===== src/source/prbs_pkg.sv =====
// generator side definitions, shared by generator and checker
package prbs_pkg;

    // lfsr state width, wide enough for the longest preset
    localparam int PRBS_W = 32;

    // tap masks, newest bit at position 0
    // prbs7: x^7 + x^6 + 1
    localparam logic [PRBS_W-1:0] POLY_PRBS7 = 32'h0000_0060;
    // prbs15: x^15 + x^14 + 1
    localparam logic [PRBS_W-1:0] POLY_PRBS15 = 32'h0000_6000;
    // prbs31: x^31 + x^28 + 1
    localparam logic [PRBS_W-1:0] POLY_PRBS31 = 32'h4800_0000;

    // bit positions inside inv
    localparam int INV_FB = 0;
    localparam int INV_OUT = 1;

    // static link configuration
    typedef struct packed {
        // tap mask
        logic [PRBS_W-1:0] eqn;
        // seed, loaded during reset
        logic [PRBS_W-1:0] init_val;
        // bit 0 flips feedback, bit 1 flips the line bit
        logic [1:0] inv;
    } prbs_cfg_t;

endpackage


===== src/source/chk_pkg.sv =====
// checker limits and status
package chk_pkg;

    // saturating error counter width
    localparam int ERR_CNT_W = 16;

    // consecutive matches before lock
    localparam int LOCK_RUN = 64;
    // consecutive mismatches that drop lock
    localparam int LOSS_RUN = 8;

    // run counter widths, counting up to limit minus one
    localparam int LOCK_CNT_W = $clog2(LOCK_RUN);
    localparam int LOSS_CNT_W = $clog2(LOSS_RUN);

    // checker status as seen at the top level
    typedef struct packed {
        logic locked;
        // one enabled cycle per counted error
        logic err_pulse;
        logic [ERR_CNT_W-1:0] err_count;
    } chk_status_t;

endpackage


===== src/source/prbs_generator.sv =====
`default_nettype none

// fibonacci lfsr pattern source with single-bit error injection
module prbs_generator (
    input wire logic clk,
    input wire logic rst,

    // common clock enable, all state holds while low
    input wire logic cke,

    // tap mask, seed and inversion bits
    input wire prbs_pkg::prbs_cfg_t cfg,

    // level, each rising edge gives one flipped bit
    input wire logic inj_err,

    // line bit
    output logic tx
);
    import prbs_pkg::*;

    // sampled inj_err, newest at bit 0
    logic [3:0] inj_hist;
    // one enabled cycle wide, two stages after the edge is seen
    logic inj_pulse;

    // last PRBS_W sequence bits, newest at bit 0
    logic [PRBS_W-1:0] state;
    // next sequence bit
    logic fb_bit;

    // inj_err history
    always_ff @(posedge clk) begin
        if (rst) begin
            inj_hist <= '0;
        end else if (cke) begin
            inj_hist <= {inj_hist[2:0], inj_err};
        end
    end

    // rising edge seen two stages down
    // lands on tx three enabled edges after first sample
    assign inj_pulse = inj_hist[2] & ~inj_hist[3];

    // parity of tapped bits, then optional feedback inversion
    assign fb_bit = (^(state & cfg.eqn)) ^ cfg.inv[INV_FB];

    // lfsr, seeded while in reset
    always_ff @(posedge clk) begin
        if (rst) begin
            state <= cfg.init_val;
        end else if (cke) begin
            state <= {state[PRBS_W-2:0], fb_bit};
        end
    end

    // output register
    // oldest bit leaves, injection and line inversion applied here
    always_ff @(posedge clk) begin
        if (rst) begin
            tx <= 1'b0;
        end else if (cke) begin
            tx <= state[PRBS_W-1] ^ inj_pulse ^ cfg.inv[INV_OUT];
        end
    end

endmodule

`default_nettype wire


===== src/source/prbs_checker.sv =====
`default_nettype none

// self-synchronizing prbs checker
// hunts on received bits, then free-runs on its own prediction once locked
module prbs_checker (
    input wire logic clk,
    input wire logic rst,

    // common clock enable
    input wire logic cke,

    // same configuration as the generator, seed unused here
    input wire prbs_pkg::prbs_cfg_t cfg,

    // returning line bit
    input wire logic rx,

    // clears err_count on the next edge, cke ignored
    input wire logic clr_count,

    output chk_pkg::chk_status_t status
);
    import prbs_pkg::*;
    import chk_pkg::*;

    // received bit with line inversion stripped
    logic rx_bit;
    // expected bit from history
    logic pred_bit;
    logic mismatch;

    // newest bit at position 0
    logic [PRBS_W-1:0] hist;

    // lock fsm state
    logic locked_q;
    // matches in a row while hunting
    logic [LOCK_CNT_W-1:0] match_run;
    // mismatches in a row while locked
    logic [LOSS_CNT_W-1:0] miss_run;

    // error reporting
    logic err_pulse_q;
    logic [ERR_CNT_W-1:0] err_cnt_q;

    assign rx_bit = rx ^ cfg.inv[INV_OUT];

    // same recurrence as the generator feedback
    assign pred_bit = (^(hist & cfg.eqn)) ^ cfg.inv[INV_FB];
    assign mismatch = rx_bit != pred_bit;

    // history
    // received bits while hunting, predicted bits once locked
    // so a single line error costs one mismatch, not one per tap
    always_ff @(posedge clk) begin
        if (rst) begin
            hist <= '0;
        end else if (cke) begin
            hist <= {hist[PRBS_W-2:0], locked_q ? pred_bit : rx_bit};
        end
    end

    // hunt / locked transitions
    always_ff @(posedge clk) begin
        if (rst) begin
            locked_q  <= 1'b0;
            match_run <= '0;
            miss_run  <= '0;
        end else if (cke) begin
            if (!locked_q) begin
                miss_run <= '0;
                if (mismatch) begin
                    match_run <= '0;
                end else if (match_run == LOCK_CNT_W'(LOCK_RUN - 1)) begin
                    // LOCK_RUN-th match in a row
                    locked_q  <= 1'b1;
                    match_run <= '0;
                end else begin
                    match_run <= match_run + 1'b1;
                end
            end else begin
                match_run <= '0;
                if (!mismatch) begin
                    miss_run <= '0;
                end else if (miss_run == LOSS_CNT_W'(LOSS_RUN - 1)) begin
                    // stream lost, back to hunting
                    locked_q <= 1'b0;
                    miss_run <= '0;
                end else begin
                    miss_run <= miss_run + 1'b1;
                end
            end
        end
    end

    // error strobe, same edge as the count
    always_ff @(posedge clk) begin
        if (rst) begin
            err_pulse_q <= 1'b0;
        end else if (cke) begin
            err_pulse_q <= locked_q & mismatch;
        end
    end

    // saturating error counter
    always_ff @(posedge clk) begin
        if (rst) begin
            err_cnt_q <= '0;
        end else if (clr_count) begin
            err_cnt_q <= '0;
        end else if (cke && locked_q && mismatch && (err_cnt_q != '1)) begin
            err_cnt_q <= err_cnt_q + 1'b1;
        end
    end

    assign status = '{locked: locked_q, err_pulse: err_pulse_q, err_count: err_cnt_q};

endmodule

`default_nettype wire


===== src/source/prbs_link_top.sv =====
`default_nettype none

// prbs link test block
// tx and rx are separate, the loop is closed outside
module prbs_link_top (
    input wire logic clk,
    input wire logic rst,

    // common clock enable for both sides
    input wire logic cke,

    // static, must not change outside reset
    input wire prbs_pkg::prbs_cfg_t cfg,

    // error injection level, edge triggered inside
    input wire logic inj_err,

    // returning bit
    input wire logic rx,

    // one-cycle strobe
    input wire logic clr_count,

    // outgoing bit
    output wire logic tx,

    output wire chk_pkg::chk_status_t status
);

    // pattern source
    prbs_generator u_gen (
        .clk     (clk),
        .rst     (rst),
        .cke     (cke),
        .cfg     (cfg),
        .inj_err (inj_err),
        .tx      (tx)
    );

    // pattern checker, same polynomial and inversion
    prbs_checker u_chk (
        .clk       (clk),
        .rst       (rst),
        .cke       (cke),
        .cfg       (cfg),
        .rx        (rx),
        .clr_count (clr_count),
        .status    (status)
    );

endmodule

`default_nettype wire


===== config.mk =====
export PLATFORM = sky130hd
export DESIGN_NAME = prbs_link_top
export DESIGN_NICKNAME = d
export VERILOG_FILES = /design/src/source/prbs_pkg.sv /design/src/source/chk_pkg.sv /design/src/source/prbs_generator.sv /design/src/source/prbs_checker.sv /design/src/source/prbs_link_top.sv
export SDC_FILE = /design/constraint.sdc
export NUM_CORES = 1
export LEC_CHECK = 0
export ABC_AREA = 1
export CAP_MARGIN = 20
export CORE_MARGIN = 4
export CORE_UTILIZATION = 40
export CTS_CLUSTER_DIAMETER = 150
export DETAILED_ROUTE_END_ITERATION = 6
export DONT_BUFFER_PORTS = 1
export RECOVER_POWER = 25
export SETUP_SLACK_MARGIN = 0.4
export SYNTH_ARGS = -nofsm -noshare
export SYNTH_HDL_FRONTEND = slang
export SYNTH_SLANG_ARGS = --single-unit
export TNS_END_PERCENT = 50

===== constraint.sdc =====
create_clock -name clk -period 3.51 [get_ports clk]
set_clock_uncertainty 0.1 [all_clocks]
set_input_delay 0.1755 -clock clk [delete_from_list [all_inputs] [get_ports clk]]
set_output_delay 0.1755 -clock clk [all_outputs]
set_load 0.01 [all_outputs]

==> results of run 1 <==
==> cells by family after synthesis <==
logic type,after synthesis,share of synthesized area [%]
compound gates,66,6.45
xor+xnor,55,9.17
fa+ha+maj,4,0.953
buf+inv,83,6.38
flops,96,42.7
simple gates,448,34.4
==> cells in the final DEF (no fill, tap or decap), types with 2 or more instances in the layout <==
cell type	Yosys	layout
buf_4	2	2
buf_12	0	3
dfxtp_1	64	64
dlygate4sd3_1	0	36
clkinv_2	0	2
inv_1	53	53
ha_1	4	4
nand3_1	33	33
nor2_1	87	87
xnor2_1	36	36
clkinv_1	1	3
nor3_1	6	6
edfxtp_1	32	32
xor2_1	19	19
nor2_2	2	2
clkbuf_1	20	2
o21ai_0	43	43
clkbuf_16	0	9
o21ai_1	2	2
nand2_1	295	295
nand4_1	20	20
a21oi_1	18	18
==> sequential cells by signal, summed over array words and instances (netlist names) <==
| register | flops |
|---|---|
| u_gen.tx | 1 |
| u_gen.state | 32 |
| u_chk.locked_q | 1 |
| u_chk.hist | 32 |
| u_chk.match_run | 6 |
| u_chk.err_pulse_q | 1 |
| u_chk.miss_run | 3 |
| u_chk.err_cnt_q | 16 |
| u_gen.inj_hist | 4 |
==> power by group <==
group	leakage (nW)	switching, W	total (W)	internal [W]
Clock	0.138	0.000408	0.000954	0.000546
Combinational	1.64	0.000295	0.000510	0.000215
Sequential	0.858	0.0000466	0.00128	0.00124
==> cell type report <==
| class | count | area (um2) | area share, % |
|---|---|---|---|
| sequential | 96 | 2240 | 37.0 |
| timing repair buffer | 41 | 435 | 7.19 |
| inverter | 55 | 206 | 3.41 |
| tap | 172 | 215 | 3.55 |
| clock buffer | 11 | 233 | 3.84 |
| clock inverter | 5 | 47.5 | 0.785 |
| multi-input combinational | 573 | 2680 | 44.2 |
==> worst max-delay path by stage <==
stage,end,slack [ns],from,cells past startpoint
6_report,u_chk.err_cnt_q[1]$_SDFFE_PP0P_,0.92,u_chk.err_cnt_q[0]$_SDFFE_PP0P_,10
5_1_grt,u_chk.err_cnt_q[0]$_SDFFE_PP0P_,0.55,u_chk.hist[18]$_SDFFE_PP0P_,20
4_1_cts,u_chk.err_cnt_q[6]$_SDFFE_PP0P_,0.93,u_chk.err_cnt_q[0]$_SDFFE_PP0P_,9
3_5_place_dp,u_chk.err_cnt_q[1]$_SDFFE_PP0P_,0.95,u_chk.err_cnt_q[0]$_SDFFE_PP0P_,10
3_3_place_gp,u_chk.err_cnt_q[0]$_SDFFE_PP0P_,1.06,u_chk.err_cnt_q[0]$_SDFFE_PP0P_,10
2_1_floorplan,u_chk.err_cnt_q[7]$_SDFFE_PP0P_,1.48,u_chk.err_cnt_q[0]$_SDFFE_PP0P_,10
==> critical path: cells and delay by family, from the launching register on <==
kind / cells / cell delay, ns
adders and majority gates: 1 / 0.27
buffers and inverters: 1 / 0.07
DFF: 1 / 0.46
and+or+nand+nor: 8 / 1.59
==> routing by layer <==
metal  track usage, %  vias to the layer above  routed length (um)
li1                 -                     2426                   -
met1             20.5                     2123                5350
met2             30.4                      123                6070
met3             5.44                        9                 914
met4             5.74                        0                 123
met5                0                        -                   0
==> repair_timing <==
action | CTS | global route
hold buffers | 38 | 0
buffers inserted | 0 | 0
setup endpoints to repair | 0 | 0
hold endpoints to repair | 75 | 0
==> metrics by stage <==
step / hold WS (ns) / utilization (%) / std cells / worst slack (ns)
after detailed placement: 0.168 / 42.3 / 899 / 0.955
after floorplan: 0.210 / - / 752 / 1.48
final: 0.0180 / 47.6 / 953 / 0.915
after CTS: 0.00106 / 47.6 / 953 / 0.935
after global routing: 0.0148 / 47.6 / 953 / 0.554
after global placement: 0.157 / 42.1 / 898 / 1.06
==> impl_metrics.py, run 1 <==
metrics = {
    "status": {
        "outcome": "completed",
    },
    "critical_path": {
        "cp-start-kind": "register",
        "r2r_end": "u_chk.err_cnt_q[1]$_SDFFE_PP0P_",
        "timing.rr.start": "u_chk.err_cnt_q[0]$_SDFFE_PP0P_",
        "r2r_slack_ns": 0.92,
        "worstSetupEndpointType": "register",
        "required_ns": 3.65,
        "cp.arrival_ns": 2.74,
        "slowest_delay_ns": 0.46,
        "crit_path_top_delay_cell": "dfxtp_1",
        "rr_worst_depth": 10,
        "path_class": "reg2reg",
        "cp_cell_sequence": "ha_1 > nand2_1 > nor3_2 > nand2_1 > nor2_1 > nand2_1 > nand3_2 > nand2_1 > inv_1 > nor2_1",
        "crit_path_max_fanout": 16,
        "cpMostUsedCell": "nand2_1",
    },
    "global_route": {
        "grt-ovfl-total": 0,
        "grt_use_total_pct": 17.5,
        "grt_antenna_before_repair": 0,
        "grt_max_degree": 49,
        "grt_pass1_wl_mm": 21.0,
        "first_global_vias": 4591,
    },
    "synth": {
        "ys_warn_count": 0,
        "ys_ff_latch": 96,
        "synth_largest_area_cell": "dfxtp_1",
        "synthTopCellsByCount": "295 x nand2_1, 87 x nor2_1, 64 x dfxtp_1",
        "synthCells": 752,
        "synth_most_common_cell": "nand2_1",
        "synth-edff-count": 32,
        "synth_area_per_cell_um2": 6.99,
        "synth_top_area_share_pct": 24.4,
        "synth_area_leaders": "dfxtp_1 24%, nand2_1 21%, edfxtp_1 18%, nor2_1 6.2%, xnor2_1 6.0%",
        "synth-main-ff-cell": "dfxtp_1",
        "synth_area_um2": 5250,
        "synthArstFlopShare_pct": 0,
        "ys_types": 30,
        "syn-num-nets": 828,
        "yosysSeqAreaShare_pct": 42.7,
    },
    "pwr": {
        "ir_drop_mv": 0.344,
        "powerDensity_nw_per_um2": 454,
        "total_power_w": 0.00275,
        "leakagePower_nw": 2.63,
    },
    "routing": {
        "routed_wirelength_mm": 12.5,
        "wire_per_inst_um": 13.1,
        "ant_nets": 0,
        "vias": 4681,
        "dr.first_iter.drc_count": 285,
        "routed_via_density": 4.91,
        "drc": 0,
        "firstDrtPassIters": 5,
    },
    "clock_network": {
        "cts_sinks": 96,
        "cts-buffers-inserted": 9,
        "worstSkewPairLatency_ns": 0.34,
        "cts-resized-gates": 0,
        "htree_levels": 3,
        "clk_pin_slew_ns": 0.06,
        "clockBufferDepth": 2,
        "root_buffer": "clkbuf_16",
        "tritoncts": "done",
    },
    "floorplan": {
        "num_rows": 41,
        "dieArea_um2": 15000,
        "core_area_um2": 12700,
        "start_util_pct": 41.3,
        "chipWidth_um": 123,
        "ios": 91,
        "die_height_um": 123,
    },
    "timing": {
        "tightest_slew_ns": 0.875,
        "max_freq_mhz": 385,
        "rsz0062_at_grt": "false",
        "final_hold_viol_count": 0,
        "maxSlewHeadroom_pct": 41.6,
        "setup_viol": 0,
        "fin_crit_sh_pct": 73.9,
        "period_needed_ns": 2.59,
        "drv_slew": 0,
        "setup_tns_ns": 0,
    },
    "placed_design": {
        "hpwl_mm": 8.48,
        "gp_congestion": 0.818,
        "place_area_um2": 5380,
        "port_buffers": 0,
    },
    "layout": {
        "syn_to_final_growth_pct": 15.3,
        "drive_gt1_share_pct": 3.07,
        "diodes": 0,
        "finalInstanceArea_um2": 6060,
        "fillerInstances": 1319,
        "nNetsFinal": 852,
    },
    "min_path": {
        "hp-class": "in2reg",
        "hold_depth": 3,
        "min_to": "u_chk.miss_run[0]$_SDFFE_PP0P_",
        "min-delay-start": "rst",
    },
    "run": {
        "cap_violations": 0,
    },
}
Note: power is estimated with default switching activity, not from simulation.
==> run 2, diff against run 1 <==
==> constraint.sdc (replaced) <==
create_clock -name clk -period 2.6 [get_ports clk]
set_clock_uncertainty 0.1 [all_clocks]
set_input_delay 0.13 -clock clk [delete_from_list [all_inputs] [get_ports clk]]
set_output_delay 0.13 -clock clk [all_outputs]
set_load 0.01 [all_outputs]
==> run 2 against run 1 <==
  * Global-route usage is 0.095 points higher
  * Hold slack better by 0.0047 ns
  * Die area stayed put
  * First-iteration DRC count is 13% lower
  * Critical path depth is 7 higher
  * Sequential power is 36% higher
  * Via count is 2.5% higher
  * Design area is 6.4% higher
  * Non-clock buffer count is 11 higher
  * Maximum frequency is 19% higher
  * Flip-flop and latch count stayed put
  * Cell count is 1.3% higher
  * Largest power group unchanged
  * Highest routed layer unchanged
==> impl_metrics.py, run 2 (same netlist as run 1, synthesis figures left out) <==
metrics = {
    "status": {
        "outcome": "completed",
    },
    "layout": {
        "fillerInstances": 1289,
        "drive_gt1_share_pct": 16.0,
        "final_common_cell": "nand2_1",
        "finalInstanceArea_um2": 6450,
        "layout.cells.most_common_list": "253 x nand2_1, 85 x nor2_1, 47 x inv_1, 43 x o21ai_0, 40 x nand2_2",
        "nNetsFinal": 864,
        "finalCoreUtilization_pct": 50.7,
        "top_regs": "u_chk.hist: 32 flops, u_gen.state: 32 flops, u_chk.err_cnt_q: 16 flops",
        "syn_to_final_growth_pct": 22.7,
        "diodes": 0,
    },
    "clock_network": {
        "clk_pin_slew_ns": 0.06,
        "worstSkewPairLatency_ns": 0.35,
        "htree_levels": 3,
        "tritoncts": "done",
        "cts-buffers-inserted": 9,
        "cts_sinks": 96,
        "clockBufferDepth": 2,
        "root_buffer": "clkbuf_16",
    },
    "critical_path": {
        "rr_worst_depth": 17,
        "path_class": "reg2reg",
        "cp-start-kind": "register",
        "cp.arrival_ns": 2.29,
        "required_ns": 2.71,
        "worstSetupEndpointType": "register",
        "crit_path_max_fanout": 8,
        "r2r_slack_ns": 0.42,
    },
    "global_route": {
        "grt_max_degree": 40,
        "grt-ovfl-total": 0,
        "first_global_vias": 4625,
        "grt_use_total_pct": 17.6,
        "grt_pass1_wl_mm": 21.0,
        "grt_antenna_before_repair": 0,
    },
    "floorplan": {
        "ios": 91,
        "die_height_um": 123,
        "num_rows": 41,
        "core_area_um2": 12700,
        "start_util_pct": 41.3,
        "chipWidth_um": 123,
        "dieArea_um2": 15000,
    },
    "pwr": {
        "ir_drop_mv": 0.608,
        "powerDensity_nw_per_um2": 599,
        "leakagePower_nw": 2.76,
    },
    "routing": {
        "ant_nets": 0,
        "routed_wirelength_mm": 13.1,
        "drc": 0,
        "wire_per_inst_um": 13.5,
        "vias": 4796,
        "firstDrtPassIters": 4,
        "routed_via_density": 4.97,
        "dr.first_iter.drc_count": 247,
    },
    "min_path": {
        "hold_depth": 4,
        "hp-class": "in2reg",
    },
    "timing": {
        "worst_slack_ns": 0.424,
        "period_needed_ns": 2.18,
        "setup_viol": 0,
        "rsz0062_at_grt": "true",
        "fin_crit_sh_pct": 83.7,
        "maxSlewHeadroom_pct": 25.9,
        "max_freq_mhz": 460,
        "tightest_slew_ns": 1.11,
        "final_hold_viol_count": 0,
        "drv_slew": 0,
        "setup_tns_ns": 0,
    },
    "placed_design": {
        "hpwl_mm": 8.64,
        "dp_slack_ns": 0.377,
        "place_area_um2": 5420,
        "gp_congestion": 0.825,
        "port_buffers": 0,
    },
    "run": {
        "cap_violations": 0,
    },
}
[run 2: worst max-delay path: stages (launching register included)]
cell     delay, ns
dfxtp_2       0.34
nand2_1       0.10
xnor2_2       0.16
nand2_1       0.10
nand2_1       0.09
nand2_2       0.07
nand2_2       0.06
nand2_2       0.05
nand2_1       0.08
nand2_2       0.06
nand2_2       0.07
nand2_2       0.08
nand2_2       0.10
nand2_4       0.07
nand2_8       0.15
nand3_4       0.18
nand2_2       0.12
a21oi_2       0.05
[run 2: repair_timing]
action | 4_1_cts | 5_1_grt
gates resized for setup | 5 | 98
hold buffers | 37 | 0
setup endpoints to repair | 15 | 28
buffers inserted | 1 | 2
pin swaps | 5 | 35
cloned | 0 | 4
hold endpoints to repair | 79 | 0
[run 2: path summary, 6_finish.rpt]
path / endpoint / start
worst max-delay path: u_chk.err_cnt_q[11]$_SDFFE_PP0P_ / u_chk.hist[31]$_SDFFE_PP0P_
worst min register to register: u_gen.inj_hist[3]$_SDFFE_PP0P_ / u_gen.inj_hist[3]$_SDFFE_PP0P_
worst min-delay path: u_gen.tx$_SDFFE_PP0P_ / cfg[1]
worst max register to register: u_chk.err_cnt_q[11]$_SDFFE_PP0P_ / u_chk.hist[31]$_SDFFE_PP0P_
[run 2: report_power, final]
group | switching, W | internal, W | leakage [nW] | total (W)
combinational | 0.000499 | 0.000429 | 1.76 | 0.000928
sequential | 0.0000655 | 0.00167 | 0.867 | 0.00174
clock | 0.000555 | 0.000639 | 0.130 | 0.00119
[run 2: layer usage]
metal	track usage, %	wire length [um]
met4	5.95	244
met5	0	0
met2	30.2	6350
met3	5.71	929
met1	20.7	5540
[run 2: layout make-up]
class	instances	area [um2]	share of cell area, %
Timing Repair Buffer	52	567	8.79
Multi-Input combinational cell	574	2920	45.3
Clock buffer	11	233	3.61
Clock inverter	5	23.8	0.369
Inverter	55	209	3.24
Sequential cell	96	2280	35.3
Tap cell	172	215	3.34
[run 2: stage by stage]
| step | std cells | power (W) | hold slack, ns |
|---|---|---|---|
| 3_5_place_dp | 905 | 0.00241 | 0.113 |
| 3_3_place_gp | 905 | 0.00239 | 0.112 |
| 6_report | 965 | 0.00386 | 0.0227 |
| 2_1_floorplan | 752 | 0.00230 | 0.165 |
| 4_1_cts | 959 | 0.00371 | 0.00866 |
| 5_1_grt | 965 | 0.00407 | 0.0372 |
==> run 3, diff against run 2 <==
--- a/config.mk
+++ b/config.mk
@@ -5,7 +5,7 @@
 export SDC_FILE = /design/constraint.sdc
 export NUM_CORES = 1
 export LEC_CHECK = 0
-export ABC_AREA = 1
+export ABC_AREA = 0
 export CAP_MARGIN = 20
 export CORE_MARGIN = 4
 export CORE_UTILIZATION = 40
==> constraint.sdc (replaced) <==
create_clock -name clk -period 2.25 [get_ports clk]
set_clock_uncertainty 0.1 [all_clocks]
set_input_delay 0.1125 -clock clk [delete_from_list [all_inputs] [get_ports clk]]
set_output_delay 0.1125 -clock clk [all_outputs]
set_load 0.01 [all_outputs]
==> run 3 against run 2 <==
  * The flow now finishes with violations (setup timing)
  * Critical path type unchanged
  * Maximum frequency shrank 17%
  * Highest routed layer unchanged
  * Count of clock-buffer cells in the layout shrank 1
  * Non-clock buffer count grew 52
  * Largest cell class unchanged
  * Worst setup slack lost 0.79 ns
  * Total power grew 8.1%
  * Combinational power shrank 13%
==> impl_metrics.py, run 3 <==
metrics = {
    "global_route": {
        "grt_max_degree": 67,
        "grt_pass1_wl_mm": 21.1,
        "grt-ovfl-total": 0,
        "first_global_vias": 3940,
        "grt_antenna_before_repair": 0,
        "grt_use_total_pct": 19.0,
    },
    "critical_path": {
        "crit_path_max_fanout": 6,
        "rr_worst_depth": 8,
        "r2r_slack_ns": -0.37,
        "path_class": "reg2reg",
        "critPathLaunch": "u_chk.hist[22]$_SDFFE_PP0P_",
        "critPathCapture": "u_chk.err_cnt_q[7]$_SDFFE_PP0P_",
        "cp.arrival_ns": 2.80,
        "worstSetupEndpointType": "register",
        "required_ns": 2.43,
        "r2r_end": "u_chk.err_cnt_q[7]$_SDFFE_PP0P_",
        "timing.rr.start": "u_chk.hist[22]$_SDFFE_PP0P_",
        "cp-start-kind": "register",
    },
    "floorplan": {
        "num_rows": 40,
        "die_height_um": 119,
        "ios": 91,
        "chipWidth_um": 119,
        "start_util_pct": 40.7,
        "dieArea_um2": 14100,
        "core_area_um2": 12000,
    },
    "min_path": {
        "hp-class": "in2reg",
        "hold_depth": 2,
    },
    "routing": {
        "vias": 3963,
        "wire_per_inst_um": 18.2,
        "drc": 0,
        "ant_nets": 0,
        "dr.first_iter.drc_count": 251,
        "firstDrtPassIters": 4,
        "routed_via_density": 5.41,
        "routed_wirelength_mm": 13.3,
    },
    "synth": {
        "synth_most_common_cell": "nand2_1",
        "syn-num-nets": 559,
        "synth-main-ff-cell": "dfxtp_1",
        "synth_largest_area_cell": "dfxtp_1",
        "synthCells": 483,
        "synth_compound_area_share_pct": 7.62,
        "synthArstFlopShare_pct": 0,
        "synth-edff-count": 32,
        "synth_area_leaders": "dfxtp_1 26%, edfxtp_1 20%, xnor2_1 8.2%, mux2i_1 7.6%, mux2_2 7.1%",
        "ys_types": 48,
        "synth_mux_area_share_pct": 14.7,
        "synth_area_per_cell_um2": 10.1,
        "synth_top_area_share_pct": 26.2,
        "synthTopCellsByCount": "76 x nand2_1, 64 x dfxtp_1, 46 x xnor2_1",
        "ys_ff_latch": 96,
        "synth_top_family_by_area": "simple AND/OR/NAND/NOR gates",
        "synth_xor_area_share_pct": 13.2,
        "ys_warn_count": 0,
        "yosysSeqAreaShare_pct": 45.8,
        "synth_area_um2": 4890,
        "synth-simple-area-share_pct": 15.1,
        "synth_adder_area_share_pct": 1.02,
    },
    "clock_network": {
        "worstSkewPairLatency_ns": 0.35,
        "root_buffer": "clkbuf_16",
        "cts-buffers-inserted": 9,
        "tritoncts": "done",
        "clk_pin_slew_ns": 0.07,
        "clockBufferDepth": 2,
        "cts_sinks": 96,
        "htree_levels": 3,
    },
    "timing": {
        "period_needed_ns": 2.62,
        "rsz0062_at_grt": "true",
        "final_hold_viol_count": 0,
        "tightest_slew_ns": 0.532,
        "setup_viol": 27,
        "setup_tns_ns": -7.33,
        "worst_slack_ns": -0.367,
        "drv_slew": 0,
        "fin_crit_sh_pct": 116,
        "maxSlewHeadroom_pct": 64.5,
        "max_freq_mhz": 382,
    },
    "run": {
        "cap_violations": 0,
    },
    "layout": {
        "drive_gt1_share_pct": 28.3,
        "layout.cells.most_common_list": "60 x nand2_1, 53 x dfxtp_1, 44 x nor2_1, 43 x dlygate4sd3_1, 42 x buf_4",
        "diodes": 0,
        "syn_to_final_growth_pct": 33.7,
        "nNetsFinal": 657,
        "top_regs": "u_chk.hist: 32 flops, u_gen.state: 32 flops, u_chk.err_cnt_q: 16 flops",
        "fillerInstances": 1046,
        "final_common_cell": "nand2_1",
    },
    "pwr": {
        "leakagePower_nw": 2.52,
        "ir_drop_mv": 0.394,
        "powerDensity_nw_per_um2": 638,
        "total_power_w": 0.00418,
    },
    "status": {
        "outcome": "finished, violations left",
        "failed_checks": "setup timing",
    },
    "placed_design": {
        "port_buffers": 0,
        "gp_congestion": 0.844,
        "hpwl_mm": 8.95,
    },
}
## run 3: cell count changes after synthesis, moves of 16 or more
cell,before,now
nand4_1,20,4
o21ai_0,43,6
nand2_1,295,76
nand3_1,33,11
mux2i_1,0,37
inv_1,53,8
nor2_1,87,45
mux2_2,0,31
## run 3: through the flow
| step | setup WS, ns | util, % | instance area, um2 | hold slack (ns) | instances |
|---|---|---|---|---|---|
| floorplan | -0.185 | - | 4890 | 0.160 | 483 |
| global placement | -0.347 | 44.9 | 5400 | 0.102 | 663 |
| detailed placement | -0.392 | 44.9 | 5400 | 0.0986 | 663 |
| CTS | -0.328 | 52.8 | 6350 | 0.000484 | 733 |
| global route | -0.461 | 54.5 | 6540 | 0.0374 | 733 |
| finish | -0.367 | 54.5 | 6540 | 0.0252 | 733 |
## run 3: area by class of cell
cell class                      instances  area [um2]  share of cell area [%]
Multi-Input combinational cell        362        2860                    43.6
Sequential cell                        96        2260                    34.5
Clock inverter                          6        35.0                   0.536
Tap cell                              147         184                    2.81
Timing Repair Buffer                  104         952                    14.6
Clock buffer                           10         229                    3.50
Inverter                                8        30.0                   0.459
## run 3: repair_timing
action / in CTS / in global routing
gates cloned: 3 / 0
hold buffers: 45 / 0
endpoints found under the setup margin: 29 / 29
gates resized for setup: 32 / 46
endpoints found under the hold margin: 77 / 0
setup buffers: 6 / 0
pin swaps: 41 / 30
## run 3: kinds of logic after synthesis
logic type,after synthesis
and+or+nand+nor,166
adders and majority gates,4
buffers and inverters,28
AOI/OAI and AO/OA,53
DFF,96
muxes,68
xor gates and xnor gates,68
## run 3: critical path, cell delays in order, from the launching register on
cell,delay (ns)
dfxtp_2,0.33
nand2_1,0.08
xor2_2,0.19
xnor2_2,0.14
xnor2_1,0.16
xnor3_2,0.47
xnor3_4,0.40
or4_1,0.52
a21oi_1,0.15
## run 3: worst min-delay path by stage
stage | startpoint | endpoint
detailed placement | rst | u_chk.locked_q$_SDFFE_PP0P_
global route | cke | u_chk.match_run[5]$_SDFFE_PP0P_
floorplan | inj_err | u_gen.inj_hist[0]$_SDFFE_PP0P_
global placement | rst | u_chk.locked_q$_SDFFE_PP0P_
finish | rst | u_chk.locked_q$_SDFFE_PP0P_
CTS | rst | u_chk.match_run[3]$_SDFFE_PP0P_
## run 3: power breakdown
part / internal (W) / switching [W]
Sequential: 0.00190 / 0.0000600
Clock: 0.000744 / 0.000668
Combinational: 0.000440 / 0.000364
## run 3: metal layers
metal  track usage, %  up-vias  share of wire (%)
li1                 -     1899                  -
met1             25.0     1944                 44
met2             30.7      103                 49
met3             5.41       17                5.6
met4             5.21        0                1.3
met5                0        -                  0
